<file path="src/hw/mem_pkg.sv">
// shared address map and request/response types; region decode uses the top 4 address bits only
`default_nettype none

package mem_pkg;

   // address map
   localparam int PADDR_WIDTH   = 32;
   localparam int REGION_WIDTH  = 4;
   localparam int IO_ADDR_WIDTH = PADDR_WIDTH - REGION_WIDTH;

   localparam logic [REGION_WIDTH-1:0] BRAM_REGION = 4'h8;
   localparam logic [REGION_WIDTH-1:0] IO_REGION   = 4'h4;

   // data paths
   localparam int MEM_DAT_WIDTH = 128;
   localparam int IO_DAT_WIDTH  = 32;
   localparam int STRB_WIDTH    = MEM_DAT_WIDTH / 8;
   localparam int IO_STRB_WIDTH = IO_DAT_WIDTH / 8;

   // 4 KB boot ram geometry
   localparam int BRAM_ADDR_WIDTH  = 12;
   localparam int BRAM_LINE_OFFSET = 4;
   localparam int BRAM_LINE_WIDTH  = BRAM_ADDR_WIDTH - BRAM_LINE_OFFSET;
   localparam int BRAM_LINES       = 2 ** BRAM_LINE_WIDTH;

   // io register window
   localparam int IO_WORDS       = 8;
   localparam int IO_WORD_WIDTH  = $clog2(IO_WORDS);
   localparam int IO_WORD_OFFSET = $clog2(IO_STRB_WIDTH);

   typedef enum logic [1:0] {
      TGT_NONE,
      TGT_BRAM,
      TGT_IO
   } target_e;

   typedef struct packed {
      logic                   valid;
      logic                   write;
      logic [PADDR_WIDTH-1:0] addr;
      logic [MEM_DAT_WIDTH-1:0] wdata;
      logic [STRB_WIDTH-1:0]  strb;
   } mem_req_t;

   typedef struct packed {
      logic                     valid;
      logic                     err;
      logic [MEM_DAT_WIDTH-1:0] rdata;
   } mem_rsp_t;

   typedef struct packed {
      logic                       en;
      logic [STRB_WIDTH-1:0]      we;
      logic [BRAM_LINE_WIDTH-1:0] line;
      logic [MEM_DAT_WIDTH-1:0]   wdata;
   } bram_req_t;

   typedef struct packed {
      logic                     en;
      logic [IO_STRB_WIDTH-1:0] we;
      logic [IO_WORD_WIDTH-1:0] word;
      logic [IO_DAT_WIDTH-1:0]  wdata;
   } io_req_t;

endpackage

`default_nettype wire

</file>
<file path="src/hw/io_window.sv">
// eight 32-bit registers cleared by reset; stands in for the peripheral space, no side effects on access
`timescale 1ns/1ps
`default_nettype none

module io_window (
   input  logic                             mig_clk,
   input  logic                             rst_i,
   input  mem_pkg::io_req_t                 io_req_i,
   output logic [mem_pkg::IO_DAT_WIDTH-1:0] rdata_o
);

   logic [mem_pkg::IO_DAT_WIDTH-1:0] regs [mem_pkg::IO_WORDS];
   logic [mem_pkg::IO_DAT_WIDTH-1:0] rdata_q;

   always_ff @(posedge mig_clk) begin
      if (rst_i) begin
         for (int w = 0; w < mem_pkg::IO_WORDS; w++) begin
            regs[w] <= '0;
         end
      end else if (io_req_i.en) begin
         for (int b = 0; b < mem_pkg::IO_STRB_WIDTH; b++) begin
            if (io_req_i.we[b]) begin
               regs[io_req_i.word][b*8 +: 8] <= io_req_i.wdata[b*8 +: 8];
            end
         end
      end
   end

   // capture on reads only
   always_ff @(posedge mig_clk) begin
      if (io_req_i.en && (io_req_i.we == '0)) begin
         rdata_q <= regs[io_req_i.word];
      end
   end

   assign rdata_o = rdata_q;

endmodule

`default_nettype wire

</file>
<file path="config.mk">
export PLATFORM = sky130hd
export DESIGN_NAME = io_window
export DESIGN_NICKNAME = d
export VERILOG_FILES = /design/src/hw/mem_pkg.sv /design/src/hw/io_window.sv
export SDC_FILE = /design/constraint.sdc
export NUM_CORES = 1
export LEC_CHECK = 0
export BUFFER_PORTS_ARGS = -buffer_cell sky130_fd_sc_hd__buf_2
export CELL_PAD_IN_SITES_DETAIL_PLACEMENT = 1
export CELL_PAD_IN_SITES_GLOBAL_PLACEMENT = 2
export CORE_AREA = 2 2 172 174
export CTS_BUF_LIST = sky130_fd_sc_hd__clkbuf_16
export DETAILED_ROUTE_END_ITERATION = 7
export DIE_AREA = 0 0 174 176
export GPL_TIMING_DRIVEN = 0
export PLACE_DENSITY_LB_ADDON = 0.1
export SKIP_CTS_REPAIR_TIMING = 1
export SLEW_MARGIN = 20
export SYNTH_ARGS = -nofsm -noshare
export SYNTH_HDL_FRONTEND = slang
export SYNTH_SLANG_ARGS = --single-unit
</file>
<file path="constraint.sdc">
create_clock -name mig_clk -period 7.85 [get_ports mig_clk]
set_input_delay 0 -clock mig_clk [delete_from_list [all_inputs] [get_ports mig_clk]]
set_output_delay 0 -clock mig_clk [all_outputs]
set_load 0.02 [all_outputs]
</file>
==> results.json <==
{
  "p_sw_uw": 756,
  "die_h_um": 176,
  "tightestPinTransition_ns": 0.930,
  "max_cap_violations": 0,
  "wl_per_cell_um": 24.3,
  "synth-seq-cells": 288,
  "drt-initial-drc-count": 444,
  "viasPerCell": 5.35,
  "reg2reg_depth": 2,
  "cts_root_buf": "clkbuf_16",
  "synth.distinct_cells": 27,
  "cp_cell_sequence": "dlygate4sd3_1 > buf_2 > nand4bb_1 > nor2_1 > or2_1",
  "p_int_uw": 2800,
  "dr.pass1.iters": 4,
  "cp_top_family": "simple AND/OR/NAND/NOR gates",
  "fin_ws_ns": 5.79,
  "path_max_fanout": 9,
  "slew_headroom_pct": 37.7,
  "dieArea_mm2": 0.0306,
  "antenna_left": 0,
  "crit_path_end_kind": "register",
  "syn_to_final_growth_pct": 18.0,
  "path_clk_slew_ns": 0.06,
  "crit_buf_inv": 2,
  "cp_slowest_stage_delay_ns": 0.76,
  "fin_util_pct": 52.8,
  "holdPathStages": 4,
  "die_w_um": 174,
  "cts_tree": "yes",
  "critPathLaunchType": "input port",
  "clk_latency_ns": 0.51,
  "finalSetupTns_ns": 0,
  "worstPathRequired_ns": 7.99,
  "drc": 0,
  "first_global_vias": 7609,
  "grt_overflow_total": 0,
  "status": "complete, no violations",
  "cts_buffers": 34,
  "grt_usage_pct": 21.5,
  "yosys-top-cells-area": "edfxtp_1, and2_1, mux4_2",
  "port_buffers": 70,
  "dpl.hpwl_um": 21500,
  "setup_viol": 0,
  "syn_area_mm2": 0.0128,
  "synth_top_area_cell": "edfxtp_1",
  "hold_class": "input port to register",
  "rsz0062_at_grt": "no",
  "power.density_mw_per_mm2": 236,
  "irDropWorstVdd_mv": 0.122,
  "gp_congestion": 0.767,
  "grt_pass1_wl_um": 47800,
  "cp.arrival_ns": 2.20,
  "nNetsFinal": 964,
  "combPwrFrac_pct": 6.9,
  "syn_avg_cell_area_um2": 16.4,
  "synth-edff-count": 288,
  "synthArstFlopShare_pct": 0,
  "yosys.area.top_type_share_pct": 67.7,
  "vias": 7125,
  "fillers": 2796,
  "clock_sinks": 288,
  "fin_crit_ns": 2.06,
  "swShare_pct": 21.3,
  "antenna_found_initial": 1,
  "ys.flop_type": "edfxtp_1",
  "crit_path_top_delay_cell": "nor2_1",
  "initial_core_util_pct": 44.8,
  "coreArea_mm2": 0.0285,
  "row_count": 62,
  "synth_cells": 777,
  "hold_violations": 0,
  "ys_seq_area_share_pct": 67.7,
  "path_class": "input port to register",
  "maxSlewViolCount": 0,
  "htree_num_levels": 2,
  "io-pin-count": 74,
  "hold_slack_ns": 0.0189,
  "skew_ns": 0.0171,
  "finalWirelength_um": 32300,
  "fin_crit_sh_pct": 26.3,
  "syn_nets": 819,
  "p_leak_uw": 0.00547,
  "grt_max_degree": 13,
  "cts_buffer_depth": 3,
  "synth_common_cells": "edfxtp_1, and2_1, mux4_2",
  "clkPwrFrac_pct": 42.5,
  "timing.fmax_mhz": 485,
  "yosys.cell_count.top_type": "edfxtp_1",
  "power_frac_seq_pct": 50.6,
  "cp.depth": 5,
  "drive_above_1_share_pct": 23.2,
  "yosysWarnings": 0,
  "place_ws_ns": 5.41
}
[final timing paths]
path / to / slack, ns / startpoint
setup / recovery: regs[2][13]$_SDFFCE_PN0P_ / 5.79 / io_req_i[36]
setup reg to reg: rdata_o[13]$_DFFE_PP_ / 6.43 / regs[1][13]$_SDFFCE_PN0P_
hold / removal: rdata_o[11]$_DFFE_PP_ / 0.02 / io_req_i[38]
hold reg to reg: rdata_o[5]$_DFFE_PP_ / 0.74 / regs[4][5]$_SDFFCE_PN0P_
[layout make-up]
class | count | area [µm²] | share of cell area (%)
clock buffer | 37 | 926 | 6.14
buffer | 29 | 184 | 1.22
tap | 384 | 480 | 3.19
clock inverter | 23 | 151 | 1.00
antenna | 1 | 2.50 | 0.0166
timing repair buffer | 109 | 736 | 4.88
inverter | 2 | 7.51 | 0.0498
sequential | 288 | 8650 | 57.4
multi-input combinational | 458 | 3940 | 26.1
[flip-flops by register name (all words and copies together) (netlist names)]
signal,flops
regs,256
rdata_o,32
[layer usage]
| metal | GRT usage (%) | part of all wire (%) | vias up |
|---|---|---|---|
| li1 | - | - | 3176 |
| met1 | 28.0 | 43 | 3732 |
| met2 | 36.8 | 49 | 159 |
| met3 | 3.62 | 4.1 | 58 |
| met4 | 7.46 | 3.1 | 0 |
| met5 | 0 | 0 | - |
[worst min-delay path, delay by kind of cell]
family / cells / cell delay, ns
buf+inv: 1 / 0.13
simple gates: 3 / 0.22
[per-stage QoR]
| stage | area (µm²) | instances | total power, µW |
|---|---|---|---|
| floorplan | 12800 | 777 | 1970 |
| global placement | 13600 | 1231 | 2050 |
| global route | 15100 | 1330 | 3660 |
| CTS | 14700 | 1296 | 3570 |
| detailed placement | 13700 | 1236 | 2070 |
| finish | 15100 | 1331 | 3550 |
[cell families (layout without fill, tap and decap cells)]
family,after synthesis,count (layout),synth area share (%)
AO/OA/AOI/OAI,3,3,0.186
buffers and inverters,31,200,1.50
flip-flops,288,288,67.7
multiplexers,84,84,13.6
other,0,1,0
AND/OR/NAND/NOR,371,371,17.0
[cell usage in the layout (no fill, tap or decap), drive strengths merged]
cell / count
nand2b: 2
nand4bb: 4
clkinvlp: 1
nand2: 36
clkinv: 13
a21oi: 1
mux2i: 1
nand4b: 4
a31o: 1
inv: 9
nor2: 34
clkbuf: 51
dlygate4sd3: 34
nand3b: 1
diode: 1
nor3: 1
o32a: 1
buf: 90
or2: 33
bufinv: 2
and2: 256
edfxtp: 288
mux2: 20
mux4: 63
[power by group through the flow]
| stage | clock network (µW) | logic (µW) | registers, µW |
|---|---|---|---|
| floorplan | 0 | 149 | 1820 |
| global placement | 0 | 230 | 1820 |
| detailed placement | 0 | 237 | 1830 |
| CTS | 1540 | 238 | 1800 |
| global route | 1590 | 265 | 1800 |
| finish | 1510 | 246 | 1800 |
Power figures use the tool's default switching activity.
