===== config.mk =====
export PLATFORM = sky130hd
export DESIGN_NAME = mem_router
export DESIGN_NICKNAME = d
export VERILOG_FILES = /design/src/hw/mem_pkg.sv /design/src/hw/mem_router.sv
export SDC_FILE = /design/constraint.sdc
export NUM_CORES = 1
export LEC_CHECK = 0
export ABC_AREA = 1
export CORE_AREA = 2 2 258 260
export CTS_BUF_LIST = sky130_fd_sc_hd__clkbuf_2 sky130_fd_sc_hd__clkbuf_4 sky130_fd_sc_hd__clkbuf_8
export CTS_CLUSTER_DIAMETER = 100
export DETAILED_ROUTE_END_ITERATION = 8
export DIE_AREA = 0 0 260 262
export DONT_BUFFER_PORTS = 1
export SLEW_MARGIN = 20
export SYNTH_ARGS = -nofsm -noshare
export SYNTH_HDL_FRONTEND = slang
export SYNTH_SLANG_ARGS = --single-unit

===== constraint.sdc =====
create_clock -name mig_clk -period 2.06 [get_ports mig_clk]
set_clock_uncertainty 0.1 [all_clocks]
set_input_delay 0.515 -clock mig_clk [delete_from_list [all_inputs] [get_ports mig_clk]]
set_output_delay 0.515 -clock mig_clk [all_outputs]
set_load 0.05 [all_outputs]

===== src/hw/mem_pkg.sv =====
// shared address map and request/response types; region decode uses the top 4 address bits only
`default_nettype none

package mem_pkg;

   // address map
   localparam int PADDR_WIDTH   = 32;
   localparam int REGION_WIDTH  = 4;
   localparam int IO_ADDR_WIDTH = PADDR_WIDTH - REGION_WIDTH;

   localparam logic [REGION_WIDTH-1:0] BRAM_REGION = 4'h8;
   localparam logic [REGION_WIDTH-1:0] IO_REGION   = 4'h4;

   // data paths
   localparam int MEM_DAT_WIDTH = 128;
   localparam int IO_DAT_WIDTH  = 32;
   localparam int STRB_WIDTH    = MEM_DAT_WIDTH / 8;
   localparam int IO_STRB_WIDTH = IO_DAT_WIDTH / 8;

   // 4 KB boot ram geometry
   localparam int BRAM_ADDR_WIDTH  = 12;
   localparam int BRAM_LINE_OFFSET = 4;
   localparam int BRAM_LINE_WIDTH  = BRAM_ADDR_WIDTH - BRAM_LINE_OFFSET;
   localparam int BRAM_LINES       = 2 ** BRAM_LINE_WIDTH;

   // io register window
   localparam int IO_WORDS       = 8;
   localparam int IO_WORD_WIDTH  = $clog2(IO_WORDS);
   localparam int IO_WORD_OFFSET = $clog2(IO_STRB_WIDTH);

   typedef enum logic [1:0] {
      TGT_NONE,
      TGT_BRAM,
      TGT_IO
   } target_e;

   typedef struct packed {
      logic                   valid;
      logic                   write;
      logic [PADDR_WIDTH-1:0] addr;
      logic [MEM_DAT_WIDTH-1:0] wdata;
      logic [STRB_WIDTH-1:0]  strb;
   } mem_req_t;

   typedef struct packed {
      logic                     valid;
      logic                     err;
      logic [MEM_DAT_WIDTH-1:0] rdata;
   } mem_rsp_t;

   typedef struct packed {
      logic                       en;
      logic [STRB_WIDTH-1:0]      we;
      logic [BRAM_LINE_WIDTH-1:0] line;
      logic [MEM_DAT_WIDTH-1:0]   wdata;
   } bram_req_t;

   typedef struct packed {
      logic                     en;
      logic [IO_STRB_WIDTH-1:0] we;
      logic [IO_WORD_WIDTH-1:0] word;
      logic [IO_DAT_WIDTH-1:0]  wdata;
   } io_req_t;

endpackage

`default_nettype wire


===== src/hw/mem_router.sv =====
// request router; no back-pressure, responses come exactly two edges after the request edge
`timescale 1ns/1ps
`default_nettype none

module mem_router (
   input  logic                              mig_clk,
   input  logic                              rst_i,
   input  mem_pkg::mem_req_t                 req_i,
   output mem_pkg::bram_req_t                bram_req_o,
   input  logic [mem_pkg::MEM_DAT_WIDTH-1:0] bram_rdata_i,
   output mem_pkg::io_req_t                  io_req_o,
   input  logic [mem_pkg::IO_DAT_WIDTH-1:0]  io_rdata_i,
   output mem_pkg::mem_rsp_t                 rsp_o
);

   logic [mem_pkg::REGION_WIDTH-1:0]    region;
   logic [mem_pkg::IO_ADDR_WIDTH-1:0]   io_off;
   mem_pkg::target_e                    tgt_d;

   logic                                s1_valid;
   logic                                s1_write;
   mem_pkg::target_e                    s1_tgt;
   logic [mem_pkg::BRAM_LINE_WIDTH-1:0] s1_line;
   logic [mem_pkg::IO_WORD_WIDTH-1:0]   s1_word;
   logic [mem_pkg::MEM_DAT_WIDTH-1:0]   s1_wdata;
   logic [mem_pkg::STRB_WIDTH-1:0]      s1_strb;

   logic                                s2_valid;
   logic                                s2_write;
   mem_pkg::target_e                    s2_tgt;
   logic [mem_pkg::MEM_DAT_WIDTH-1:0]   rdata_d;

   // strip the region nibble
   assign region = req_i.addr[mem_pkg::PADDR_WIDTH-1 -: mem_pkg::REGION_WIDTH];
   assign io_off = req_i.addr[mem_pkg::IO_ADDR_WIDTH-1:0];

   always_comb begin
      if (region == mem_pkg::BRAM_REGION) begin
         tgt_d = mem_pkg::TGT_BRAM;
      end else if (region == mem_pkg::IO_REGION) begin
         tgt_d = mem_pkg::TGT_IO;
      end else begin
         tgt_d = mem_pkg::TGT_NONE;
      end
   end

   // stage 1 control
   always_ff @(posedge mig_clk) begin
      if (rst_i) begin
         s1_valid <= 1'b0;
         s1_write <= 1'b0;
         s1_tgt   <= mem_pkg::TGT_NONE;
      end else begin
         s1_valid <= req_i.valid;
         s1_write <= req_i.write;
         s1_tgt   <= tgt_d;
      end
   end

   // stage 1 payload
   always_ff @(posedge mig_clk) begin
      if (req_i.valid) begin
         s1_line  <= req_i.addr[mem_pkg::BRAM_ADDR_WIDTH-1:mem_pkg::BRAM_LINE_OFFSET];
         s1_word  <= io_off[mem_pkg::IO_WORD_OFFSET +: mem_pkg::IO_WORD_WIDTH];
         s1_wdata <= req_i.wdata;
         s1_strb  <= req_i.strb;
      end
   end

   // at most one target enabled, none for unmapped
   always_comb begin
      bram_req_o.en    = s1_valid && (s1_tgt == mem_pkg::TGT_BRAM);
      bram_req_o.we    = s1_write ? s1_strb : '0;
      bram_req_o.line  = s1_line;
      bram_req_o.wdata = s1_wdata;
      io_req_o.en      = s1_valid && (s1_tgt == mem_pkg::TGT_IO);
      io_req_o.we      = s1_write ? s1_strb[mem_pkg::IO_STRB_WIDTH-1:0] : '0;
      io_req_o.word    = s1_word;
      io_req_o.wdata   = s1_wdata[mem_pkg::IO_DAT_WIDTH-1:0];
   end

   // stage 2 waits for target data
   always_ff @(posedge mig_clk) begin
      if (rst_i) begin
         s2_valid <= 1'b0;
         s2_write <= 1'b0;
         s2_tgt   <= mem_pkg::TGT_NONE;
      end else begin
         s2_valid <= s1_valid;
         s2_write <= s1_write;
         s2_tgt   <= s1_tgt;
      end
   end

   // writes and errors return zero data
   always_comb begin
      rdata_d = '0;
      if (s2_valid && !s2_write) begin
         if (s2_tgt == mem_pkg::TGT_BRAM) begin
            rdata_d = bram_rdata_i;
         end else if (s2_tgt == mem_pkg::TGT_IO) begin
            rdata_d = {{(mem_pkg::MEM_DAT_WIDTH - mem_pkg::IO_DAT_WIDTH){1'b0}}, io_rdata_i};
         end
      end
   end

   always_ff @(posedge mig_clk) begin
      if (rst_i) begin
         rsp_o <= '0;
      end else begin
         rsp_o.valid <= s2_valid;
         rsp_o.err   <= s2_valid && (s2_tgt == mem_pkg::TGT_NONE);
         rsp_o.rdata <= rdata_d;
      end
   end

endmodule

`default_nettype wire


==> impl_metrics.prom <==
# TYPE chip_impl_metric gauge
chip_impl_metric{name="worst_hold_slack",unit="ns"} -0.103
chip_impl_info{name="slowest_stage",value="sky130_fd_sc_hd__dfxtp_4"} 1
chip_impl_metric{name="worstHoldPathCells",unit=""} 0
chip_impl_metric{name="overall_die_width",unit="um"} 260
chip_impl_metric{name="ios",unit=""} 663
chip_impl_metric{name="synth_cell_types",unit=""} 20
chip_impl_metric{name="combined_area_of_all_synthesized_cells",unit="sq um"} 10100
chip_impl_metric{name="detail-route-antenna-nets",unit=""} 0
chip_impl_info{name="crit_chain",value="buf_12 > nand2_2 > inv_2 > buf_12"} 1
chip_impl_metric{name="stdcell_area",unit="sq um"} 15900
chip_impl_metric{name="cts.clk_slew.worst_paths",unit="ns"} 0.06
chip_impl_metric{name="drc_errors",unit=""} 0
chip_impl_info{name="most_common_cell_after_layout_fill_and_taps_aside",value="sky130_fd_sc_hd__dlygate4sd3_1"} 1
chip_impl_metric{name="timing.final.hold_violations",unit=""} 71
chip_impl_metric{name="drt-pass1-iter-count",unit=""} 4
chip_impl_metric{name="timing.final.setup_violations",unit=""} 7
chip_impl_info{name="cpLargestDelayFamily",value="flip-flops"} 1
chip_impl_metric{name="timing.max_slew.rel_slack",unit="%"} 56.2
chip_impl_metric{name="viasPerCell",unit=""} 3.52
chip_impl_metric{name="grt_usage",unit="%"} 11.6
chip_impl_metric{name="postRouteWirelength",unit="um"} 42800
chip_impl_metric{name="clockBufferDepth",unit=""} 3
chip_impl_metric{name="dpl_cell_area",unit="sq um"} 11400
chip_impl_metric{name="number_of_global_route_vias_before_repair",unit=""} 7616
chip_impl_metric{name="max_ir_drop_vdd",unit="uV"} 491
chip_impl_metric{name="areaGrowthSynthToFinish",unit="%"} 57.9
chip_impl_metric{name="die_y",unit="um"} 262
chip_impl_metric{name="antenna_found_initial",unit=""} 3
chip_impl_info{name="min-delay-path-class",value="in2reg"} 1
chip_impl_metric{name="finish.net_count",unit=""} 1439
chip_impl_info{name="critical_path.endpoint",value="bram_req_o[139]"} 1
chip_impl_metric{name="core",unit="sq um"} 65300
chip_impl_metric{name="critical_path.max_fanout",unit=""} 8
chip_impl_info{name="cts_root_buffer",value="sky130_fd_sc_hd__clkbuf_8"} 1
chip_impl_metric{name="numCtsBuffers",unit=""} 51
chip_impl_metric{name="cts_hold_buf",unit=""} 318
chip_impl_metric{name="drive_gt1_share",unit="%"} 29.6
chip_impl_metric{name="pin_count_of_the_biggest_net_entering_global_routing",unit=""} 156
chip_impl_metric{name="drv_slew",unit=""} 0
chip_impl_metric{name="worst_stage_delay_on_the_critical_path",unit="ns"} 0.40
chip_impl_metric{name="initial_core_util",unit="%"} 15.4
chip_impl_info{name="critPathLaunchType",value="register"} 1
chip_impl_info{name="timing.critical_path.to_type",value="output pin"} 1
chip_impl_info{name="rsz0062_at_grt",value="yes"} 1
chip_impl_metric{name="overflow",unit=""} 0
chip_impl_info{name="timing.rr.start",value="s2_tgt[0]"} 1
chip_impl_metric{name="post_synthesis_net_count",unit=""} 1057
chip_impl_metric{name="clock_latency_at_the_later_pin_of_the_worst_skew_pair",unit="ns"} 0.61
chip_impl_metric{name="pnr_worst_setup_slack",unit="ns"} -0.00622
chip_impl_metric{name="leakagePower",unit="nW"} 5.93
chip_impl_info{name="failed_checks",value="hold timing, setup timing"} 1
chip_impl_metric{name="reg2reg_setup_slack",unit="ns"} 0.14
chip_impl_metric{name="finish.utilization",unit="%"} 24.4
chip_impl_metric{name="ys.warnings.count",unit=""} 0
chip_impl_info{name="status",value="finished, violations left"} 1
chip_impl_metric{name="fmaxAchievable",unit="MHz"} 484
chip_impl_metric{name="io_buffer_count",unit=""} 0
chip_impl_metric{name="dieArea",unit="sq um"} 68100
chip_impl_metric{name="yosys_register_bits",unit=""} 292
chip_impl_info{name="critPathLaunch",value="s1_write"} 1
chip_impl_metric{name="grt_first_pass_wirelength",unit="um"} 54500
chip_impl_metric{name="place_congestion",unit=""} 0.772
chip_impl_metric{name="synth_largest_type_area_fraction",unit="%"} 45.9
chip_impl_metric{name="initialDrtViolationCount",unit=""} 404
chip_impl_info{name="synth.largest_area_cell",value="sky130_fd_sc_hd__edfxtp_1"} 1
chip_impl_info{name="crit_path_frequent_cell",value="sky130_fd_sc_hd__buf_12"} 1
chip_impl_info{name="setup.worst_path.class",value="reg2out"} 1
chip_impl_metric{name="maxCapViolCount",unit=""} 0
chip_impl_metric{name="cellPowerDensity",unit="nW/um^2"} 892
chip_impl_info{name="synth_top_area_cells",value="sky130_fd_sc_hd__edfxtp_1 (46%), sky130_fd_sc_hd__dfxtp_1 (27%), sky130_fd_sc_hd__nor3_2 (8.7%)"} 1
chip_impl_metric{name="p_total",unit="W"} 0.0142
chip_impl_info{name="tritoncts",value="built"} 1
chip_impl_metric{name="fin_crit",unit="ns"} 2.07
chip_impl_info{name="final_cell_mix",value="sky130_fd_sc_hd__dlygate4sd3_1 (318), sky130_fd_sc_hd__edfxtp_1 (154), sky130_fd_sc_hd__dfxtp_1 (127), sky130_fd_sc_hd__inv_1 (101), sky130_fd_sc_hd__nor3_2 (88)"} 1
chip_impl_metric{name="cp_data_required_time",unit="ns"} 1.44
chip_impl_metric{name="finalSetupTns",unit="ns"} -0.0256
chip_impl_metric{name="detailedPlacementHpwl",unit="um"} 30200
chip_impl_info{name="timing.rr.end",value="rsp_o[3]"} 1
chip_impl_metric{name="reg2regPathDepth",unit=""} 4
chip_impl_metric{name="max_slew.worst_pin.slew",unit="ns"} 0.657
chip_impl_metric{name="synth_sequential_area_ratio",unit="%"} 73.3
chip_impl_metric{name="cts.sinks",unit=""} 292
chip_impl_metric{name="syn_avg_cell_area",unit="sq um"} 14.0
chip_impl_metric{name="drt-wirelength-per-cell",unit="um"} 21.3
chip_impl_metric{name="synthCells",unit=""} 717
chip_impl_metric{name="placementRows",unit=""} 94
chip_impl_metric{name="cp.arrival",unit="ns"} 1.45
chip_impl_metric{name="htree_levels",unit=""} 2
chip_impl_metric{name="period_share",unit="%"} 100
chip_impl_metric{name="routed-via-count",unit=""} 7048
chip_impl_metric{name="path_depth",unit=""} 4
chip_impl_metric{name="worstPathBufferInverterCount",unit=""} 3
[per-stage QoR]
stage,cells,worst slack (ns)
after floorplan,717,0.0148
after global routing,2004,-0.117
after CTS,2003,-0.0934
after detailed placement,1590,0.435
final,2005,-0.00622
after global placement,1590,0.448
[per-layer routing]
layer / share of wire (%) / wire length [um] / track usage, %
met1: 33 / 14000 / 10.9
met2: 52 / 22300 / 21.5
met3: 11 / 4780 / 5.43
met4: 3.8 / 1620 / 4.95
met5: 0 / 0 / 0
[worst min-delay path by stage]
stage	slack (ns)	from	end
finish	-0.10	req_i[177]	s1_wdata[56]
global route	-0.18	req_i[177]	s1_wdata[84]
CTS	-0.20	req_i[177]	s1_wdata[64]
detailed placement	0.33	s1_write	s2_write
global placement	0.33	s1_write	s2_write
floorplan	0.33	s1_tgt[0]	s2_tgt[0]
[state kept, by name, indices dropped and copies added, names as in the netlist]
register / cells
s1_strb: 16
s2_valid: 1
s2_tgt: 2
rsp_o: 130
s1_line: 8
s1_valid: 1
s1_wdata: 128
s1_write: 1
s1_word: 2
s2_write: 1
s1_tgt: 2
[cell usage after synthesis]
library cell	number
sky130_fd_sc_hd__nand2_1	19
sky130_fd_sc_hd__nand3_1	64
sky130_fd_sc_hd__inv_2	2
sky130_fd_sc_hd__buf_2	17
sky130_fd_sc_hd__dfxtp_1	138
sky130_fd_sc_hd__inv_1	120
sky130_fd_sc_hd__nand2_4	1
sky130_fd_sc_hd__clkinv_2	1
sky130_fd_sc_hd__clkbuf_1	3
sky130_fd_sc_hd__buf_8	1
sky130_fd_sc_hd__nor2_1	6
sky130_fd_sc_hd__nand3_2	1
sky130_fd_sc_hd__buf_6	19
sky130_fd_sc_hd__a21oi_1	13
sky130_fd_sc_hd__edfxtp_1	154
sky130_fd_sc_hd__nor3_1	13
sky130_fd_sc_hd__nor3_2	88
sky130_fd_sc_hd__buf_4	37
sky130_fd_sc_hd__or2_2	1
sky130_fd_sc_hd__a21oi_2	19
[cells by family after synthesis]
kind of cell | Yosys count | share of synthesized area [%]
AOI/OAI and AO/OA | 32 | 2.30
DFF | 292 | 73.3
buffers and inverters | 200 | 10.6
and+or+nand+nor | 193 | 13.8
[area by class of cell]
class                      count  area, sq um
clock inverter                23          199
clock buffer                  71          890
timing repair buffer         406         4100
sequential                   292         7410
fill                        6685        49400
multi-input combinational    225         1750
tap                          864         1080
antenna                        1         2.50
inverter                     123          478
[report_power, final]
part	switching, W	internal, W	leakage, nW
Sequential	0.000727	0.00642	2.63
Combinational	0.000781	0.000554	2.73
Clock	0.00261	0.00309	0.572
Total	0.00411	0.0101	5.93
[timing repair]
| action | 4_1_cts | 5_1_grt |
|---|---|---|
| cloned | 1 | 0 |
| resized for setup | 70 | 15 |
| setup buffers | 0 | 1 |
| endpoints found under the hold margin | 446 | 148 |
| pin swaps | 0 | 2 |
| setup endpoints to repair | 28 | 30 |
No activity file was read; power rests on OpenSTA's default activity.
